**src/verilog/rvvi_cfg.svh**
```systemverilog
// RV32 widths only; RVVI_NUM_LOCAL_IRQ must stay within 0 to 16 so local IRQs fit in irq[31:16]
`ifndef RVVI_CFG_SVH
`define RVVI_CFG_SVH

//////////////////////////////
// Datapath widths
`define RVVI_XLEN             32
`define RVVI_ORDER_W          64
`define RVVI_EXC_CAUSE_W      6
`define RVVI_INTR_CAUSE_W     11

//////////////////////////////
// Cause codes seen on RVFI
`define RVVI_IBUS_FAULT_CAUSE 48
`define RVVI_NMI_LOAD_CAUSE   1024
`define RVVI_NMI_STORE_CAUSE  1025

//////////////////////////////
// Net counts
`define RVVI_NUM_LOCAL_IRQ    4

// NMI, bus fault and halt request, then the three machine interrupts
`define RVVI_NUM_NETS         (6 + `RVVI_NUM_LOCAL_IRQ)
`define RVVI_NET_ID_W         ($clog2(`RVVI_NUM_NETS))

`endif
```
**src/verilog/rvvi_pkg.sv**
```systemverilog
// Single hart with one destination register per retirement; RVFI halt and cause_type are not carried
`include "rvvi_cfg.svh"

package rvvi_pkg;

   //////////////////////////////
   // Enumerations

   // Net numbering, local interrupts follow NET_LOCAL_IRQ_BASE
   typedef enum logic [`RVVI_NET_ID_W-1:0] {
      NET_NMI            = 0,
      NET_IBUS_FAULT     = 1,
      NET_HALTREQ        = 2,
      NET_MSW_IRQ        = 3,
      NET_MTIMER_IRQ     = 4,
      NET_MEXT_IRQ       = 5,
      NET_LOCAL_IRQ_BASE = 6
   } net_id_e;

   // Debug entry causes as reported in rvfi_dbg
   typedef enum logic [2:0] {
      DBG_CAUSE_NONE    = 3'd0,
      DBG_CAUSE_EBREAK  = 3'd1,
      DBG_CAUSE_TRIGGER = 3'd2,
      DBG_CAUSE_HALTREQ = 3'd3,
      DBG_CAUSE_STEP    = 3'd4
   } dbg_cause_e;

   //////////////////////////////
   // RVFI side

   typedef struct packed {
      logic                         trap;
      logic                         exception;
      logic                         debug;
      logic [`RVVI_EXC_CAUSE_W-1:0] exception_cause;
   } rvfi_trap_t;

   typedef struct packed {
      logic                          intr;
      logic                          interrupt;
      logic [`RVVI_INTR_CAUSE_W-1:0] cause;
   } rvfi_intr_t;

   // Kept as plain bits so any value can be driven, compared against dbg_cause_e
   typedef struct packed {
      logic                     valid;
      logic [`RVVI_ORDER_W-1:0] order;
      logic [31:0]              insn;
      rvfi_trap_t               trap;
      rvfi_intr_t               intr;
      logic [1:0]               nmip;
      logic [2:0]               dbg;
      logic                     dbg_mode;
      logic [1:0]               mode;
      logic [1:0]               ixl;
      logic [`RVVI_XLEN-1:0]    pc_rdata;
      logic [`RVVI_XLEN-1:0]    pc_wdata;
      logic [4:0]               rd1_addr;
      logic [`RVVI_XLEN-1:0]    rd1_wdata;
   } rvfi_retire_t;

   //////////////////////////////
   // RVVI side

   typedef struct packed {
      logic                     valid;
      logic [`RVVI_ORDER_W-1:0] order;
      logic [31:0]              insn;
      logic                     trap;
      logic                     intr;
      logic [1:0]               mode;
      logic [1:0]               ixl;
      logic [`RVVI_XLEN-1:0]    pc_rdata;
      logic [`RVVI_XLEN-1:0]    pc_wdata;
      // One bit per GPR, x0 never set
      logic [31:0]              x_wb;
      logic [`RVVI_XLEN-1:0]    x_wdata;
   } rvvi_trace_t;

   typedef struct packed {
      logic                      valid;
      logic [`RVVI_NET_ID_W-1:0] id;
      logic                      level;
   } net_event_t;

endpackage

```
**src/verilog/rvfi_to_rvvi.sv**
```systemverilog
// One hart, one retirement per cycle; retire and irq must already be synchronous to rvvi
`timescale 1ns/1ns
`include "rvvi_cfg.svh"

module rvfi_to_rvvi (
   input  logic                          rvvi,
   input  logic                          arst_n,
   input  rvvi_pkg::rvfi_retire_t        retire,
   input  logic [`RVVI_XLEN-1:0]         irq,
   output rvvi_pkg::rvvi_trace_t         trace,
   output rvvi_pkg::net_event_t          net_event,
   output logic [`RVVI_INTR_CAUSE_W-1:0] nmi_cause
);

   // Net index order
   // 0 nmi, 1 bus fault, 2 halt request, 3 to 5 machine irqs, then local irqs
   logic [`RVVI_NUM_NETS-1:0] levels;
   logic [`RVVI_NUM_NETS-1:0] pending;
   logic [`RVVI_NUM_NETS-1:0] grant;

   //////////////////////////////
   // Retirement side

   retire_monitor monitor0 (
      .rvvi      (rvvi),
      .arst_n    (arst_n),
      .retire    (retire),
      .irq       (irq),
      .trace     (trace),
      .levels    (levels),
      .nmi_cause (nmi_cause)
   );

   //////////////////////////////
   // Net trackers

   // One tracker per net, all share the same grant vector
   for (genvar g = 0; g < `RVVI_NUM_NETS; g++) begin : g_net
      net_tracker tracker0 (
         .rvvi    (rvvi),
         .arst_n  (arst_n),
         .level   (levels[g]),
         .grant   (grant[g]),
         .pending (pending[g])
      );
   end

   //////////////////////////////
   // Event serializer

   net_event_arbiter arbiter0 (
      .rvvi      (rvvi),
      .arst_n    (arst_n),
      .pending   (pending),
      .levels    (levels),
      .grant     (grant),
      .net_event (net_event)
   );

endmodule

```
**src/verilog/net_event_arbiter.sv**
```systemverilog
// Fixed priority, so a net that toggles every cycle can starve all higher-numbered nets
`timescale 1ns/1ns
`include "rvvi_cfg.svh"

module net_event_arbiter (
   input  logic                      rvvi,
   input  logic                      arst_n,
   input  logic [`RVVI_NUM_NETS-1:0] pending,
   input  logic [`RVVI_NUM_NETS-1:0] levels,
   output logic [`RVVI_NUM_NETS-1:0] grant,
   output rvvi_pkg::net_event_t      net_event
);

   localparam int NUM_NETS = `RVVI_NUM_NETS;
   localparam int ID_W     = `RVVI_NET_ID_W;

   logic [ID_W-1:0] pick_id;
   logic            pick_level;
   logic            event_valid_q;
   logic [ID_W-1:0] event_id_q;
   logic            event_level_q;

   //////////////////////////////
   // Pick

   // Lowest set bit of pending wins
   assign grant = pending & (~pending + 1'b1);

   always_comb begin
      pick_id = '0;
      for (int i = 0; i < NUM_NETS; i++) begin
         if (grant[i]) begin
            pick_id = ID_W'(i);
         end
      end
   end

   assign pick_level = |(grant & levels);

   //////////////////////////////
   // Event register

   always_ff @(posedge rvvi or negedge arst_n) begin
      if (!arst_n) begin
         event_valid_q <= 1'b0;
      end else begin
         event_valid_q <= |pending;
      end
   end

   always_ff @(posedge rvvi) begin
      if (|pending) begin
         event_id_q    <= pick_id;
         event_level_q <= pick_level;
      end
   end

   always_comb begin
      net_event.valid = event_valid_q;
      net_event.id    = event_id_q;
      net_event.level = event_level_q;
   end

   // A granted net drops its change unless its level moved again on the same edge
   a_grant_clears_pending: assert property (
      @(posedge rvvi) disable iff (!arst_n)
      (|grant) |=> ((pending & $past(grant) & ~(levels ^ $past(levels))) == '0)
   );

endmodule

```
**src/verilog/net_tracker.sv**
```systemverilog
// Level must be synchronous to rvvi; a glitch that reverts before its grant is never reported
`timescale 1ns/1ns

module net_tracker (
   input  logic rvvi,
   input  logic arst_n,
   input  logic level,
   input  logic grant,
   output logic pending
);

   //////////////////////////////
   // Reported level

   // Last level sent downstream, every net starts out low
   logic reported_q;

   always_ff @(posedge rvvi or negedge arst_n) begin
      if (!arst_n) begin
         reported_q <= 1'b0;
      end else if (grant) begin
         // The event for this net leaves on the same edge
         reported_q <= level;
      end
   end

   //////////////////////////////
   // Change detect

   // Stays high until the arbiter picks this net or the level flips back
   assign pending = level ^ reported_q;

   // The arbiter only ever picks a net that has a change waiting
   a_grant_only_when_pending: assert property (
      @(posedge rvvi) disable iff (!arst_n)
      grant |-> pending
   );

endmodule

```
**src/verilog/retire_monitor.sv**
```systemverilog
// A retirement whose order equals the last accepted one is dropped, so order 0 is ignored after reset
`timescale 1ns/1ns
`include "rvvi_cfg.svh"

module retire_monitor (
   input  logic                          rvvi,
   input  logic                          arst_n,
   input  rvvi_pkg::rvfi_retire_t        retire,
   input  logic [`RVVI_XLEN-1:0]         irq,
   output rvvi_pkg::rvvi_trace_t         trace,
   output logic [`RVVI_NUM_NETS-1:0]     levels,
   output logic [`RVVI_INTR_CAUSE_W-1:0] nmi_cause
);
   import rvvi_pkg::*;

   // Machine interrupt positions in irq, as in mip
   localparam int MSW_IRQ_BIT    = 3;
   localparam int MTIMER_IRQ_BIT = 7;
   localparam int MEXT_IRQ_BIT   = 11;
   localparam int LOCAL_IRQ_LSB  = 16;

   logic [`RVVI_ORDER_W-1:0]      last_order_q;
   logic                          new_ret;
   logic                          trap_ibus;
   logic                          nmi_hit;
   logic                          ibus_fault_hit;
   logic                          haltreq_hit;
   logic [31:0]                   x_wb_d;
   logic                          trace_valid_q;
   rvvi_trace_t                   trace_q;
   logic [`RVVI_NUM_NETS-1:0]     levels_d;
   logic [`RVVI_NUM_NETS-1:0]     levels_q;
   logic [`RVVI_INTR_CAUSE_W-1:0] nmi_cause_q;

   //////////////////////////////
   // Retirement acceptance

   assign new_ret = retire.valid && (retire.order != last_order_q);

   always_ff @(posedge rvvi or negedge arst_n) begin
      if (!arst_n) begin
         last_order_q <= '0;
      end else if (new_ret) begin
         last_order_q <= retire.order;
      end
   end

   //////////////////////////////
   // Trace record

   // Only the externally caused fetch fault is a trap for the reference model
   assign trap_ibus = retire.trap.trap &&
      (retire.trap.exception_cause == `RVVI_EXC_CAUSE_W'(`RVVI_IBUS_FAULT_CAUSE));

   assign x_wb_d = (retire.rd1_addr == 5'd0) ? 32'd0 : (32'd1 << retire.rd1_addr);

   always_ff @(posedge rvvi or negedge arst_n) begin
      if (!arst_n) begin
         trace_valid_q <= 1'b0;
      end else begin
         trace_valid_q <= new_ret;
      end
   end

   always_ff @(posedge rvvi) begin
      if (new_ret) begin
         trace_q.valid    <= 1'b1;
         trace_q.order    <= retire.order;
         trace_q.insn     <= retire.insn;
         trace_q.trap     <= trap_ibus;
         trace_q.intr     <= retire.intr.intr;
         trace_q.mode     <= retire.mode;
         trace_q.ixl      <= retire.ixl;
         trace_q.pc_rdata <= retire.pc_rdata;
         trace_q.pc_wdata <= retire.pc_wdata;
         trace_q.x_wb     <= x_wb_d;
         trace_q.x_wdata  <= retire.rd1_wdata;
      end
   end

   always_comb begin
      trace       = trace_q;
      trace.valid = trace_valid_q;
   end

   //////////////////////////////
   // Net levels

   // Load or store error NMI, either taken or still pending
   assign nmi_hit = (retire.intr.intr && retire.intr.interrupt &&
                     ((retire.intr.cause == `RVVI_INTR_CAUSE_W'(`RVVI_NMI_LOAD_CAUSE)) ||
                      (retire.intr.cause == `RVVI_INTR_CAUSE_W'(`RVVI_NMI_STORE_CAUSE)))) ||
                    retire.nmip[0];

   assign ibus_fault_hit = retire.trap.trap && retire.trap.exception &&
      (retire.trap.exception_cause == `RVVI_EXC_CAUSE_W'(`RVVI_IBUS_FAULT_CAUSE));

   assign haltreq_hit = (retire.dbg == DBG_CAUSE_HALTREQ) && retire.dbg_mode;

   always_comb begin
      levels_d = levels_q;
      // Interrupt lines follow irq every cycle
      levels_d[NET_MSW_IRQ]    = irq[MSW_IRQ_BIT];
      levels_d[NET_MTIMER_IRQ] = irq[MTIMER_IRQ_BIT];
      levels_d[NET_MEXT_IRQ]   = irq[MEXT_IRQ_BIT];
      for (int i = 0; i < `RVVI_NUM_LOCAL_IRQ; i++) begin
         levels_d[NET_LOCAL_IRQ_BASE + i] = irq[LOCAL_IRQ_LSB + i];
      end
      // Derived nets only move on a new retirement
      if (new_ret) begin
         levels_d[NET_NMI]        = nmi_hit;
         levels_d[NET_IBUS_FAULT] = ibus_fault_hit;
         levels_d[NET_HALTREQ]    = haltreq_hit;
      end
   end

   always_ff @(posedge rvvi or negedge arst_n) begin
      if (!arst_n) begin
         levels_q    <= '0;
         nmi_cause_q <= '0;
      end else begin
         levels_q <= levels_d;
         if (new_ret && nmi_hit) begin
            nmi_cause_q <= retire.intr.cause;
         end
      end
   end

   assign levels    = levels_q;
   assign nmi_cause = nmi_cause_q;

   // An accepted retirement shows up on the trace with its own order
   a_trace_after_new_ret: assert property (
      @(posedge rvvi) disable iff (!arst_n)
      new_ret |=> trace.valid && (trace.order == $past(retire.order))
   );

endmodule

```
**config.mk**
```make
export PLATFORM = sky130hd
export DESIGN_NAME = rvfi_to_rvvi
export DESIGN_NICKNAME = d
export VERILOG_FILES = /design/src/verilog/rvvi_pkg.sv /design/src/verilog/rvfi_to_rvvi.sv /design/src/verilog/net_event_arbiter.sv /design/src/verilog/net_tracker.sv /design/src/verilog/retire_monitor.sv
export VERILOG_INCLUDE_DIRS = /design/src /design/src/verilog
export SDC_FILE = /design/constraint.sdc
export NUM_CORES = 1
export LEC_CHECK = 0
export CORE_AREA = 4 4 194 196
export CTS_CLUSTER_DIAMETER = 30
export DETAILED_ROUTE_END_ITERATION = 8
export DIE_AREA = 0 0 198 200
export DONT_BUFFER_PORTS = 1
export PLACE_DENSITY = 0.47
export SLEW_MARGIN = 20
export SYNTH_ARGS = -nofsm -noshare
export SYNTH_HDL_FRONTEND = slang
export SYNTH_HIERARCHICAL = 1
export SYNTH_SLANG_ARGS = --single-unit
```
**constraint.sdc**
```tcl
create_clock -name rvvi -period 15.4 [get_ports rvvi]
set_input_delay 0 -clock rvvi [delete_from_list [all_inputs] [get_ports rvvi]]
set_output_delay 0 -clock rvvi [all_outputs]
set_load 0.02 [all_outputs]
```
==> out/metrics.cfg, run 1 <==
[clocking]
cts_hold_buf = 244
cts_resized = 0
cts.path.max_buffers = 3
postCtsSetupBuffers = 0
htreeDepth = 3
cts_buffers = 70
root_buffer = clkbuf_16
cts.sinks = 332

[floorplan]
die_h_um = 200
num_rows = 70
die_w_um = 198
pin_count = 512
initial_core_util_pct = 33.33

[logic_synthesis]
synth_seq_cells = 332
ys_warn_count = 6
synth_seq_area_share_pct = 78.85
synth_edf_count = 235
syn-instance-count = 633
avgSynthCellArea_um2 = 19.00
syn-num-nets = 897
ys_async_sr_fraction_pct = 29.22
ys_types = 45
ys.flop_type = edfxtp_1
synth_area_mm2 = 0.01203

[place]
globalplace.congestion = 0.7942
io_buffer_count = 0
hpwl_um = 22460

[run_status]
stop_error = [ERROR RSZ-0060] Max buffer count reached.
stop_stage = clock tree synthesis
status = aborted with a tool error

-- synth_stat cells (3+ instances only) --
cell	count	area (um^2)
nor4_1	18	112.6
edfxtp_1	235	7057
buf_4	9	67.56
nand4_1	4	25.02
mux2_4	20	300.3
dfrtp_1	97	2427
clkbuf_1	3	11.26
o21ai_0	6	30.03
nand3_1	3	15.01
nand2_1	11	41.29
nand3b_1	3	22.52
nor3_1	3	15.01
inv_1	4	15.01
nand2b_1	3	18.77
xor2_1	74	648.1
mux2_1	7	78.83
mux2_2	59	664.4
nor2_1	39	146.4
-- through the flow --
step / cells / worst slack (ns) / instance area [um^2] / util, %
2_1_floorplan: 633 / 9.075 / 12030 / -
3_3_place_gp: 1087 / 10.60 / 12510 / 34.67
3_5_place_dp: 1087 / 10.45 / 12510 / 34.67
-- cells by family after synthesis --
logic type / count (synthesis) / share of synthesized area, %
other cells: 1 / 0.03118
buf+inv: 20 / 1.279
compound gates: 16 / 0.8530
flops: 332 / 78.85
xor+xnor: 74 / 5.389
simple gates: 104 / 4.920
mux: 86 / 8.676
==> run 2, diff against run 1 <==
- CORE_AREA: 4 4 194 196 -> not set
- CORE_MARGIN: not set -> 4
- CORE_UTILIZATION: not set -> 23
- CTS_CLUSTER_DIAMETER: 30 -> not set
- DIE_AREA: 0 0 198 200 -> not set
- PLACE_DENSITY: 0.47 -> not set
- PLACE_DENSITY_LB_ADDON: not set -> 0.15
==> run 2 against run 1 <==
Compared with the run above: the flow now finishes without violations; synthesized cell count is the same; area after synthesis is the same.
==> out/metrics.cfg, run 2 <==
[run_status]
status = finished, final reports clean

[floorplan]
core-area_mm2 = 0.05151
initial_core_util_pct = 23.35  ; -10 points
die_area_mm2 = 0.05602
die_w_um = 236.7  ; +20%
die_h_um = 236.7  ; +18%
num_rows = 83  ; +19%
pin_count = 512  ; unchanged

[critical_path]
crit_fanout = 82
critPathLaunchType = flop
cp-end-kind = flop
crit_arrival_ns = 3.80
path_class = flop to flop
worst-endpoint-required_ns = 15.53

[logic_synthesis]
yosysTopAreaCell = edfxtp_1
synth_seq_cells = 332  ; unchanged
avgSynthCellArea_um2 = 19.00  ; unchanged
synth_area_leaders = edfxtp_1 (59%), dfrtp_1 (20%), mux2_2 (5.5%)
syn-num-nets = 897  ; unchanged
synth_seq_area_share_pct = 78.85  ; unchanged
synth_edf_count = 235  ; unchanged
ys_types = 45  ; unchanged
ys_async_sr_fraction_pct = 29.22  ; unchanged
synth_area_mm2 = 0.01203  ; unchanged
synthMostInstantiatedCell = edfxtp_1
ys_warn_count = 6  ; unchanged
syn-instance-count = 633  ; unchanged
synth_commonest_cells = edfxtp_1 (235), dfrtp_1 (97), xor2_1 (74)
synth_top_cell_area_share_pct = 58.67  ; unchanged
ys.flop_type = edfxtp_1

[min_path]
hold_class = input pin to asynchronous set/reset pin

[global_routing]
grt_max_degree = 98
grtUsageTotal_pct = 11.48
grt_pass1_wl_um = 48490
grt_pass1_vias = 7287
antenna_found_initial = 3
grt.overflow.total = 0

[place]
globalplace.congestion = 0.7318  ; -7.9%
hpwl_um = 21610  ; -3.8%
io_buffer_count = 0  ; unchanged

[clocking]
cts.path.max_buffers = 3  ; unchanged
cts_tree = yes
postCtsSetupBuffers = 0  ; unchanged
cts_resized = 0  ; unchanged
clk_pin_slew_ns = 0.06
htreeDepth = 2  ; -1
worstSkewPairLatency_ns = 0.54
cts_buffers = 37  ; -47%
root_buffer = clkbuf_16
cts.sinks = 332  ; unchanged

[drt]
antenna_left = 0
wl_met2_um = 16790
via_per_inst = 4.071
drtIter0Drc = 299
met1_length_um = 12490
met3WireLength_um = 3669
num_vias = 6587
drc = 0
drtPass1Iterations = 4
wl_per_cell_um = 20.83
dr.max_layer_used = met4
routed_wl_um = 33700

[sta]
max_slew_margin_pct = 29.12
min_period_over_period_pct = 23.84
tns_ns = 0
clock_skew_ns = 0.01953
fmax_ghz = 0.2724
hold_violations = 0
rsz0062_at_grt = no
fin_crit_ns = 3.671
slew_viol_final = 0
worst_slew_pin_slew_ns = 1.063
setup_viol = 0

[finish]
largest_reg_flops = 230
layout_commonest_cell = dlygate4sd3_1
n_antenna_cell = 0
syn2layout_area_growth_pct = 37.09
nFillCells = 5019
final_cell_mix = dlygate4sd3_1 (253), edfxtp_1 (235), dfrtp_1 (97)
fin_nets = 1177
final_layout_size_suffix_gt1_share_pct = 15.67

[power_and_ir_drop]
power_leakage_nw = 6.059
vdd_drop_max_v = 0.00007278
powerDensity_mw_per_mm2 = 135.3
total_power_mw = 2.231

[job]
drv_cap = 0

## run 2: cell counts after synthesis
Identical to the previous run, type by type.
## run 2: final cells by class
| type | count | area, um^2 | share of cell area (%) |
|---|---|---|---|
| Inverter | 4 | 22.52 | 0.1366 |
| Clock inverter | 21 | 135.1 | 0.8196 |
| Sequential cell | 332 | 9484 | 57.52 |
| Clock buffer | 43 | 991.0 | 6.010 |
| Multi-Input combinational cell | 281 | 2402 | 14.57 |
| Timing Repair Buffer | 257 | 2603 | 15.78 |
| Tap cell | 680 | 850.8 | 5.160 |
## run 2: routing by layer
metal	up-vias	track usage, %
met5	-	0
met4	0	3.592
met3	53	5.416
met2	352	19.62
met1	3262	12.74
li1	2920	-
## run 2: what timing repair did
item                       4_1_cts  5_1_grt
hold buffers                   253        1
setup endpoints to repair        0        0
hold endpoints to repair       411        9
## run 2: path summary, 6_finish.rpt
kind | startpoint | endpoint | slack, ns | depth (start not counted)
min in group rvvi | irq[16] | monitor0/levels[6] | 0.05 | 1
setup / recovery | monitor0/last_order_q[20] | monitor0/trace[166] | 11.73 | 7
setup reg to reg | monitor0/last_order_q[20] | monitor0/trace[166] | 11.73 | 7
hold reg to reg | monitor0/last_order_q[42] | monitor0/last_order_q[42] | 0.51 | 1
hold / removal | arst_n | monitor0/last_order_q[50] | 0.05 | 2
max in group asynchronous | arst_n | g_net[9].tracker0/reported_q | 14.91 | 2
## run 2: critical path: stages, from the launching register on
cell	delay (ns)
dfrtp_1	0.38
xor2_1	0.16
nor4_1	0.54
nand4_1	0.22
nor4_2	0.47
nand2b_4	0.49
inv_8	0.27
buf_4	0.49
## run 2: cells by family after synthesis
kind of cell / Yosys count / share of synthesized area, %
flip-flops: 332 / 78.85
AND/OR/NAND/NOR: 104 / 4.920
multiplexers: 86 / 8.676
XOR/XNOR: 74 / 5.389
buffers and inverters: 20 / 1.279
AO/OA/AOI/OAI: 16 / 0.8530
other: 1 / 0.03118
## run 2: power by group
group	internal (mW)	switching [mW]
registers	1.06	0.121
clock network	0.477	0.349
logic	0.121	0.105
## run 2: metrics by stage
stage               hold slack, ns  instance area (um^2)  worst slack [ns]  instances  utilization [%]
floorplan                  -0.2956                 12030             9.075        633                -
global placement           -0.2919                 12770             11.06       1299            24.80
detailed placement         -0.2923                 12770             10.96       1299            24.80
CTS                       0.009642                 16450             10.94       1616            31.94
global route               0.01132                 16490             11.56       1618            32.01
finish                     0.04715                 16490             11.73       1618            32.01
No activity file was read; power rests on OpenSTA's default activity.
